[src/design/nnPkg.sv]
`default_nettype none

package nnPkg;

	// ------------------------------------------------------------------------
	// sizes
	// ------------------------------------------------------------------------
	localparam int featureCount = 30;
	localparam int neuronCount = 4;
	localparam int dataWidth = 8;
	localparam int productWidth = 16;
	localparam int sumWidth = 23;
	localparam int classWidth = 2;
	localparam int fracBits = 6;
	localparam logic [dataWidth-1:0] satLevel = 8'd127;

	// ------------------------------------------------------------------------
	// stream and vector types
	// ------------------------------------------------------------------------
	typedef enum logic {
		featStart,
		featData
	} featureKind;

	typedef struct packed {
		featureKind kind;
		logic [dataWidth-1:0] data; // ignored on featStart
	} featureWord;

	// element 0 sits in the top byte
	typedef struct packed {
		logic [0:featureCount-1][dataWidth-1:0] feature;
	} featureVector;

	typedef struct packed {
		logic [0:neuronCount-1][dataWidth-1:0] activation;
	} layerOutput;

	typedef struct packed {
		logic [classWidth-1:0] classIndex;
		logic [dataWidth-1:0] score;
	} classResult;

	// ------------------------------------------------------------------------
	// fixed weights, one row per neuron
	// ------------------------------------------------------------------------
	localparam logic signed [dataWidth-1:0] weightTable [neuronCount][featureCount] = '{
		'{-8'sd29, 8'sd15, 8'sd13, -8'sd8, 8'sd31, -8'sd7, -8'sd2, 8'sd19,
			8'sd10, 8'sd17, -8'sd7, 8'sd1, -8'sd15, -8'sd4, 8'sd4, 8'sd18,
			-8'sd19, -8'sd16, -8'sd3, -8'sd26, 8'sd31, 8'sd31, 8'sd17, 8'sd6,
			8'sd2, 8'sd25, 8'sd9, 8'sd26, -8'sd17, -8'sd7},
		'{8'sd3, -8'sd12, 8'sd22, 8'sd7, -8'sd25, 8'sd11, 8'sd0, -8'sd5,
			8'sd18, -8'sd9, 8'sd27, -8'sd14, 8'sd6, 8'sd1, -8'sd20, 8'sd30,
			-8'sd3, 8'sd9, -8'sd17, 8'sd24, -8'sd8, 8'sd13, -8'sd29, 8'sd5,
			8'sd16, -8'sd1, -8'sd22, 8'sd10, 8'sd4, -8'sd11},
		'{-8'sd6, 8'sd21, -8'sd18, 8'sd14, 8'sd2, -8'sd27, 8'sd19, 8'sd8,
			-8'sd13, 8'sd25, -8'sd4, 8'sd17, -8'sd31, 8'sd12, 8'sd0, -8'sd10,
			8'sd23, -8'sd15, 8'sd7, -8'sd2, 8'sd28, -8'sd24, 8'sd11, -8'sd7,
			-8'sd19, 8'sd26, 8'sd3, -8'sd16, 8'sd20, 8'sd9},
		'{8'sd12, 8'sd5, -8'sd9, -8'sd21, 8'sd16, 8'sd8, -8'sd26, 8'sd29,
			-8'sd3, -8'sd14, 8'sd10, 8'sd22, -8'sd7, -8'sd18, 8'sd31, 8'sd4,
			-8'sd11, 8'sd15, 8'sd1, -8'sd23, 8'sd6, 8'sd19, -8'sd12, -8'sd30,
			8'sd9, 8'sd14, -8'sd5, 8'sd27, -8'sd8, 8'sd2}
	};

	// bias is as wide as one product
	localparam logic signed [productWidth-1:0] biasTable [neuronCount] = '{
		-16'sd512,
		-16'sd256,
		16'sd0,
		16'sd320
	};

endpackage

`default_nettype wire

[src/design/featureLoader.sv]
`timescale 1ns/10ps
`default_nettype none

module featureLoader (
	input logic clk,
	input logic reset,
	input logic featureStrobe,
	input nnPkg::featureWord featureIn,
	output logic vectorStrobe,
	output nnPkg::featureVector vector
);

	typedef enum logic {
		idle,
		filling
	} loaderState;

	loaderState state;
	logic [$clog2(nnPkg::featureCount)-1:0] fillCount;

	// vector doubles as the byte shift register, oldest byte ends in element 0
	always_ff @(posedge clk)
	begin
		if (reset)
		begin
			state <= idle;
			fillCount <= '0;
			vectorStrobe <= 1'b0;
			vector <= '0;
		end
		else
		begin
			vectorStrobe <= 1'b0;
			if (featureStrobe)
			begin
				if (featureIn.kind == nnPkg::featStart)
				begin
					// opens a frame, drops any partial one
					state <= filling;
					fillCount <= '0;
				end
				else if (state == filling)
				begin
					vector.feature <= {vector.feature[1:nnPkg::featureCount-1],
						featureIn.data};
					if (int'(fillCount) == nnPkg::featureCount - 1)
					begin
						state <= idle; // last byte in
						vectorStrobe <= 1'b1;
					end
					else
						fillCount <= fillCount + 1'b1;
				end
				// data outside a frame is dropped
			end
		end
	end

endmodule

`default_nettype wire

[config.mk]
export PLATFORM = sky130hd
export DESIGN_NAME = featureLoader
export DESIGN_NICKNAME = d
export VERILOG_FILES = /design/src/design/nnPkg.sv /design/src/design/featureLoader.sv
export SDC_FILE = /design/constraint.sdc
export NUM_CORES = 1
export LEC_CHECK = 0
export ABC_AREA = 1
export BUFFER_PORTS_ARGS = -buffer_cell sky130_fd_sc_hd__clkbuf_2
export CORE_ASPECT_RATIO = 0.5
export CORE_MARGIN = 2
export CORE_UTILIZATION = 34
export DETAILED_ROUTE_END_ITERATION = 12
export HOLD_SLACK_MARGIN = 0.02
export SLEW_MARGIN = 40
export SYNTH_ARGS = -nofsm -noshare
export SYNTH_HDL_FRONTEND = slang
export SYNTH_SLANG_ARGS = --single-unit
[constraint.sdc]
create_clock -name clk -period 1.4 [get_ports clk]
set_input_delay 0.07 -clock clk [delete_from_list [all_inputs] [get_ports clk]]
set_output_delay 0.07 -clock clk [all_outputs]
set_load 0.1 [all_outputs]
==> impl_metrics.toml <==
[outcome]
status = "finished, final reports clean"

[cts]
cts_tree = "done"
cts_max_level = 1
cts_root_buf = "clkbuf_16"
path_clk_slew_ps = 70
cts_buffer_depth = 3
cts_buffers = 24
clkLatencyLatePin_ps = 530
cts.sinks = 247

[critical_path]
crit_fanout = 3
criticalPathCategory = "reg -> out"
path_cells = "clkbuf_4"
critPathTopFamily = "flip-flops"
crit_buf_inv = 1
required_ps = 1330
start_kind = "flop"
critPathArrivalTime_ps = 1310
crit_start = "vector[202]"
cp-end-kind = "output pin"
r2r_start = "fillCount[1]"
slowest_stage = "dfxtp_1"
cpPeakStageDelay_ps = 410

[detailed_routing]
routed_wl_um = 27800
num_vias = 8751
first_pass_iters = 5
drc = 0
antenna_left = 0
drt_iter0_markers = 628
post_drt_wl_per_cell_um = 16.2
via_per_inst = 5.10

[sta]
rsz0062_at_grt = "true"
hold_viol_final = 0
setup_viol = 0
min_period_ps = 1380
maxSlewHeadroom_pct = 67.0
max_freq_mhz = 727
final_max_slew_viol_count = 0
min_period_over_period_pct = 98.2
setup_tns_ps = 0
worst_pin_slew_ps = 495
fin_skew_ps = 9.69
fin_ws_ps = 24.6

[global_route]
grt_pass1_vias = 7995
grt_pass1_wl_um = 43800
antenna_found_initial = 0
grt_use_total_pct = 19.1
grt_max_degree = 50
grt_overflow = 0

[floorplan]
dieArea_mm2 = 0.0278
die_h_um = 119
initial_core_util_pct = 35.1
coreArea_mm2 = 0.0255
die_x_um = 234
num_rows = 41
ios = 253

[logic_synthesis]
ys_seq_area_share_pct = 55.1
yosys.area_share.adder_pct = 0.279
syn_inst = 1128
synth_top_family_by_area = "simple AND/OR/NAND/NOR gates"
ys_types = 17
syn_area_mm2 = 0.00897
synth_top_area_share_pct = 55.1
synth-simple-area-share_pct = 25.1
yosys_warnings = 0
synth_compound_area_share_pct = 13.7
avgSynthCellArea_um2 = 7.96
ys_ff_latch = 247
synth.area.top_cells = "dfxtp_1 55%, nand3_1 14%, a21oi_1 14%, nand2_1 11%, buf_2 3.1%"
muxShareOfSynthArea_pct = 0
syn_nets = 1142
synth_top_area_cell = "dfxtp_1"
synthXorXnorAreaFrac_pct = 0.0976

[power]
finalPower_mw = 14.6
ir_worst_vdd_v = 0.000774
power_density_mw_per_mm2 = 1170
p_leak_nw = 4.58

[cells_and_area]
seq_area_mm2 = 0.00494
multi_input_area_mm2 = 0.00354
diodes = 0
area_delta_synth_final_pct = 38.4
drive_above_1_share_pct = 24.6
final_nets = 1369
fillers = 2503
fin_cells = 1717
design_area_mm2 = 0.0124

[job]
cap_violations = 0

[hold_path]
hp-start = "featureIn[0]"
min-delay-path-class = "in -> reg"

[placed_design]
portBuffers = 252
dp_hpwl_um = 18400
numPlacedInstances = 1661
place_ws_ps = 19.9
gp_congestion = 0.820
dpl_cell_area_mm2 = 0.0108
[Yosys cell counts (all sizes together)]
master and number:
clkbuf 46, inv 13, nand3 249, nand4 2
nand2 256, ha 2, buf 60, nor3 1
a21oi 243, o21ai 2, dfxtp 247, nor2 6
xnor2 1
[cells by family (layout without fill, tap and decap cells)]
kind of cell | after synthesis | in the layout
buf+inv | 119 | 364
flops | 247 | 247
xor+xnor | 1 | 1
compound gates | 245 | 245
simple gates | 514 | 514
fa+ha+maj | 2 | 2
[area by class of cell]
class	count	area share, %
clock buffers	37	5.88
clock inverters	7	0.736
inverters	13	0.433
multi-input cells	762	28.5
flip-flops and latches	247	39.8
well taps	344	3.47
repair buffers	307	21.2
[report_power, final]
part / total (mW) / internal, mW / leakage (nW) / switching, mW
combinational: 0.718 / 0.225 / 2.18 / 0.494
clock: 6.81 / 3.97 / 0.408 / 2.83
sequential: 7.05 / 7.04 / 1.99 / 0.0109
total: 14.6 / 11.2 / 4.58 / 3.34
[metrics by stage]
step	hold WS, ps	utilization [%]
2_1_floorplan	235	-
3_3_place_gp	330	42.4
3_5_place_dp	335	42.4
4_1_cts	325	48.4
5_1_grt	352	48.6
6_report	345	48.6
[what timing repair did]
item | 4_1_cts | 5_1_grt
cloned | 0 | 1
endpoints found under the hold margin | 50 | 0
resized for setup | 236 | 14
endpoints found under the setup margin | 236 | 13
hold buffers | 11 | 0
buffers inserted | 0 | 0
[registers in the layout, summed over array words and instances, names as in the netlist]
signal	flops
vectorStrobe	1
vector	240
state	1
fillCount	5
[placed cells by master, fill, tap and decap left out, types with 2 or more instances in the layout]
cell type        n
a21oi_1        243
ha_1             2
inv_1           12
clkinv_2         4
dfxtp_1        247
nor2_1           6
clkbuf_2         9
clkbuf_8         7
buf_12          21
nand4_1          2
buf_4           30
buf_6            4
bufinv_16        2
nand3_1        249
clkbuf_1         6
clkbuf_4       228
clkbuf_16       26
dlygate4sd3_1   11
nand2_1        254
[layer usage]
layer	GRT usage [%]	wire, µm	share of wire (%)
met5	0	0	0
met4	5.46	807	2.9
met3	3.21	1200	4.3
met2	31.4	13500	48
met1	25.9	12400	44
[final timing paths]
path	to	slack, ps	cells past startpoint
setup / recovery	vector[202]	20	1
hold reg to reg	vector[237]	460	2
hold / removal	vector[0]	340	4
setup reg to reg	state	90	7
(Power assumes the default switching activity.)
