File: config.mk
export PLATFORM = sky130hd
export DESIGN_NAME = classSelect
export DESIGN_NICKNAME = d
export VERILOG_FILES = /design/src/design/nnPkg.sv /design/src/design/classSelect.sv
export SDC_FILE = /design/constraint.sdc
export NUM_CORES = 1
export LEC_CHECK = 0
export BUFFER_PORTS_ARGS = -buffer_cell sky130_fd_sc_hd__buf_2
export CORE_ASPECT_RATIO = 1.25
export CORE_MARGIN = 8
export CORE_UTILIZATION = 57
export CTS_BUF_LIST = sky130_fd_sc_hd__clkbuf_2
export DETAILED_ROUTE_END_ITERATION = 6
export GPL_TIMING_DRIVEN = 0
export HOLD_SLACK_MARGIN = 0.1
export PLACE_DENSITY = 0.88
export SLEW_MARGIN = 20
export SYNTH_ARGS = -nofsm -noshare
export SYNTH_HDL_FRONTEND = slang
export SYNTH_SLANG_ARGS = --single-unit
File: constraint.sdc
create_clock -name clk -period 6.9 [get_ports clk]
set_input_delay 0.345 -clock clk [delete_from_list [all_inputs] [get_ports clk]]
set_output_delay 0.345 -clock clk [all_outputs]
set_load 0.01 [all_outputs]
File: src/design/nnPkg.sv
`default_nettype none

package nnPkg;

	// ------------------------------------------------------------------------
	// sizes
	// ------------------------------------------------------------------------
	localparam int featureCount = 30;
	localparam int neuronCount = 4;
	localparam int dataWidth = 8;
	localparam int productWidth = 16;
	localparam int sumWidth = 23;
	localparam int classWidth = 2;
	localparam int fracBits = 6;
	localparam logic [dataWidth-1:0] satLevel = 8'd127;

	// ------------------------------------------------------------------------
	// stream and vector types
	// ------------------------------------------------------------------------
	typedef enum logic {
		featStart,
		featData
	} featureKind;

	typedef struct packed {
		featureKind kind;
		logic [dataWidth-1:0] data; // ignored on featStart
	} featureWord;

	// element 0 sits in the top byte
	typedef struct packed {
		logic [0:featureCount-1][dataWidth-1:0] feature;
	} featureVector;

	typedef struct packed {
		logic [0:neuronCount-1][dataWidth-1:0] activation;
	} layerOutput;

	typedef struct packed {
		logic [classWidth-1:0] classIndex;
		logic [dataWidth-1:0] score;
	} classResult;

	// ------------------------------------------------------------------------
	// fixed weights, one row per neuron
	// ------------------------------------------------------------------------
	localparam logic signed [dataWidth-1:0] weightTable [neuronCount][featureCount] = '{
		'{-8'sd29, 8'sd15, 8'sd13, -8'sd8, 8'sd31, -8'sd7, -8'sd2, 8'sd19,
			8'sd10, 8'sd17, -8'sd7, 8'sd1, -8'sd15, -8'sd4, 8'sd4, 8'sd18,
			-8'sd19, -8'sd16, -8'sd3, -8'sd26, 8'sd31, 8'sd31, 8'sd17, 8'sd6,
			8'sd2, 8'sd25, 8'sd9, 8'sd26, -8'sd17, -8'sd7},
		'{8'sd3, -8'sd12, 8'sd22, 8'sd7, -8'sd25, 8'sd11, 8'sd0, -8'sd5,
			8'sd18, -8'sd9, 8'sd27, -8'sd14, 8'sd6, 8'sd1, -8'sd20, 8'sd30,
			-8'sd3, 8'sd9, -8'sd17, 8'sd24, -8'sd8, 8'sd13, -8'sd29, 8'sd5,
			8'sd16, -8'sd1, -8'sd22, 8'sd10, 8'sd4, -8'sd11},
		'{-8'sd6, 8'sd21, -8'sd18, 8'sd14, 8'sd2, -8'sd27, 8'sd19, 8'sd8,
			-8'sd13, 8'sd25, -8'sd4, 8'sd17, -8'sd31, 8'sd12, 8'sd0, -8'sd10,
			8'sd23, -8'sd15, 8'sd7, -8'sd2, 8'sd28, -8'sd24, 8'sd11, -8'sd7,
			-8'sd19, 8'sd26, 8'sd3, -8'sd16, 8'sd20, 8'sd9},
		'{8'sd12, 8'sd5, -8'sd9, -8'sd21, 8'sd16, 8'sd8, -8'sd26, 8'sd29,
			-8'sd3, -8'sd14, 8'sd10, 8'sd22, -8'sd7, -8'sd18, 8'sd31, 8'sd4,
			-8'sd11, 8'sd15, 8'sd1, -8'sd23, 8'sd6, 8'sd19, -8'sd12, -8'sd30,
			8'sd9, 8'sd14, -8'sd5, 8'sd27, -8'sd8, 8'sd2}
	};

	// bias is as wide as one product
	localparam logic signed [productWidth-1:0] biasTable [neuronCount] = '{
		-16'sd512,
		-16'sd256,
		16'sd0,
		16'sd320
	};

endpackage

`default_nettype wire

File: src/design/classSelect.sv
`timescale 1ns/10ps
`default_nettype none

module classSelect (
	input logic clk,
	input logic reset,
	input logic layerStrobe,
	input nnPkg::layerOutput activations,
	output logic resultStrobe,
	output nnPkg::classResult result
);

	logic [nnPkg::classWidth-1:0] bestIndex;
	logic [nnPkg::dataWidth-1:0] bestScore;

	// ------------------------------------------------------------------------
	// argmax, strict compare keeps the lowest index on ties
	// ------------------------------------------------------------------------
	always_comb
	begin
		bestIndex = '0;
		bestScore = activations.activation[0];
		for (int n = 1; n < nnPkg::neuronCount; n++)
		begin
			if (activations.activation[n] > bestScore)
			begin
				bestIndex = n[nnPkg::classWidth-1:0];
				bestScore = activations.activation[n];
			end
		end
	end

	always_ff @(posedge clk)
	begin
		if (reset)
		begin
			resultStrobe <= 1'b0;
			result <= '0;
		end
		else
		begin
			resultStrobe <= layerStrobe;
			if (layerStrobe)
			begin
				result.classIndex <= bestIndex;
				result.score <= bestScore;
			end
		end
	end

endmodule

`default_nettype wire

==> impl_metrics.yaml <==
timing:
  holdWs_ns: 0.265
  fin_crit_ns: 5.34
  finalCritPeriodShare_pct: 77.4
  fin_skew_ns: 0
  max_clock_freq_ghz: 0.187
  hold_viol: 0
  slew_headroom_pct: 59.0
  setup-violations-final: 0
  setup_tns_ns: 0
  worstMarginPinSlew_ns: 0.614
  rsz0062_at_grt: "no"
  drv_slew: 0
route:
  wire_per_inst_um: 13.9
  drt_iter0_drc: 61
  via_per_inst: 5.77
  vias: 1569
  drcViolationCount: 0
  drt_pass1_iterations: 4
  wl_um: 3770
  antenna_left: 0
critical_path:
  rrSetupSlack_ns: 6.03
  cp_max_fo: 10
  critPathLaunch: "activations[29]"
  cp.arrival_ns: 5.52
  rr_worst_depth: 3
  crit_path_start_kind: "primary input"
  worstPathRequired_ns: 7.07
  reg2reg_to: "result[0]"
  crit_type: "in2reg"
  crit_path_end_kind: "flop"
  crit_end: "result[0]"
  r2r-start: "result[0]"
synthesis:
  ys_seq_area_share_pct: 14.8
  synth_edf_count: 0
  ys_ff_latch: 11
  avgSynthCellArea_um2: 7.84
  synth_nets: 248
  ys_async_sr_fraction_pct: 0
  netlist_instances: 190
  ys.flop_type: "dfxtp_1"
  yosysWarnings: 0
  syn_area_mm2: 0.00149
  synth_cell_types: 43
clocking:
  cts_resized: 0
  clock_latency_ns: 0.24
  hold_buffers: 0
  clk_pin_slew_worst_paths_ns: 0.11
  cts_htree_levels: 1
  clockRootBuffer: "clkbuf_2"
  cts_max_path_buffers: 2
  cts-buffers-inserted: 3
  clock_sinks: 11
  postCtsSetupBuffers: 0
  cts_tree: "built"
global_route:
  first_global_vias: 1563
  grtUsageMet3_pct: 1.59
  met2_usage_pct: 31.8
  grt_busiest_layer: "met2"
  antenna_found_initial: 0
  grt_max_degree: 11
  grt_usage_pct: 17.9
  grt_pass1_wl_um: 6490
  overflow: 0
  globalRouteMet1Util_pct: 20.6
floorplan:
  io_pins: 46
  die_x_um: 61.7
  fp.dieArea_mm2: 0.00451
  placementRows: 20
  initial_utilization_pct: 60.7
  fp.dieH_um: 73.1
  core_mm2: 0.00245
place:
  globalplace.congestion: 0.854
  dpl.cell_count: 268
  port-buffer-count: 45
  place_area_mm2: 0.00176
  dp_hpwl_um: 3310
layout:
  num_antenna_cells: 0
  multi_input_area_mm2: 0.00117
  final-seq-area_um2: 220
  drive_above_1_share_pct: 28.5
  layout.nets: 298
  fin_area_mm2: 0.00178
  fill_cells: 229
  final_core_util_pct: 72.4
  final_cell_mix: "46 x buf_2, 23 x ha_1, 21 x a21oi_1"
  areaGrowthSynthToFinish_pct: 19.2
  instances_no_fill: 272
  final_common_cell: "buf_2"
pwr:
  vdd_drop_max_uv: 72.7
  power_density_mw_per_mm2: 161
  p_leak_uw: 0.000903
status:
  status: "finished, final reports clean"
run:
  cap_viol_max_count: 0
hold_path:
  hold_path_class: "in2reg"
==> power by group <==
part | switching [uW] | total (uW) | internal, uW
Sequential | 4.09 | 78.2 | 74.2
Combinational | 94.2 | 171 | 77.1
Clock | 21.6 | 37.0 | 15.4
Total | 120 | 287 | 167
==> logic make-up (layout without fill, tap and decap cells) <==
group / count (synthesis) / after routing / synth area share, %
and+or+nand+nor: 51 / 51 / 18.6
muxes: 7 / 7 / 5.29
DFF: 11 / 11 / 14.8
buffers and inverters: 23 / 72 / 6.39
AOI/OAI and AO/OA: 75 / 75 / 35.6
adders and majority gates: 23 / 23 / 19.3
==> sequential cells by signal (all words and copies together), names as in the netlist <==
name	flops
result	10
resultStrobe	1
==> through the flow <==
step                      total power [uW]  worst slack, ns
after floorplan                        201             2.04
after global placement                 245             1.37
after detailed placement               251             1.32
after CTS                              288             1.57
after global routing                   315             1.12
final                                  287             1.56
==> synth_stat cells, types with 2 or more instances <==
cell type  instances  area [um^2]
ha_1              23          288
a21oi_1           21          105
inv_1             17         63.8
o21bai_1          13         97.6
nor2b_1           12         75.1
dfxtp_1           11          220
nand2_1           11         41.3
nor2_1            10         37.5
mux2_2             7         78.8
o21ai_1            7         35.0
o31ai_1            7         52.6
a21o_1             5         37.5
clkbuf_1           4         15.0
nand4_1            4         25.0
a31oi_1            3         18.8
nand3_1            3         15.0
o21a_1             3         22.5
a211o_1            2         17.5
and3_1             2         12.5
o211ai_1           2         15.0
==> how the worst min path moves through the flow <==
stage	start	endpoint	cells past startpoint
after floorplan	reset	resultStrobe	1
after global placement	result[9]	result[9]	2
after detailed placement	result[9]	result[9]	2
after CTS	reset	resultStrobe	2
after global routing	reset	resultStrobe	2
final	reset	resultStrobe	2
==> worst max-delay path: stages <==
cell and delay, ns:
buf_2 0.09, inv_1 0.04, ha_1 0.29, a211o_1 0.30, a21oi_2 0.22, o2bb2ai_2 0.27
mux2_2 0.40, inv_1 0.06, ha_1 0.24, a21o_1 0.18, a21o_1 0.17, a21o_1 0.22
a211o_1 0.29, buf_6 0.14, nand2_1 0.21, o21bai_1 0.10, ha_1 0.29, o21a_1 0.11
o21a_1 0.18, o311ai_2 0.53, and3_1 0.26, clkbuf_1 0.29, o31ai_1 0.13, o22ai_1 0.17
==> layer usage <==
| layer | wire length [um] | part of all wire, % |
|---|---|---|
| met1 | 1570 | 42 |
| met2 | 1910 | 51 |
| met3 | 228 | 6.0 |
| met4 | 68 | 1.8 |
| met5 | 0 | 0 |
==> layout make-up <==
type | instances | share of cell area, %
inverters | 17 | 3.59
repair buffers | 45 | 12.7
clock buffers | 4 | 1.13
flip-flops and latches | 11 | 12.4
multi-input cells | 156 | 66.1
well taps | 33 | 2.33
plain buffers | 6 | 1.76
(Power assumes the default switching activity.)
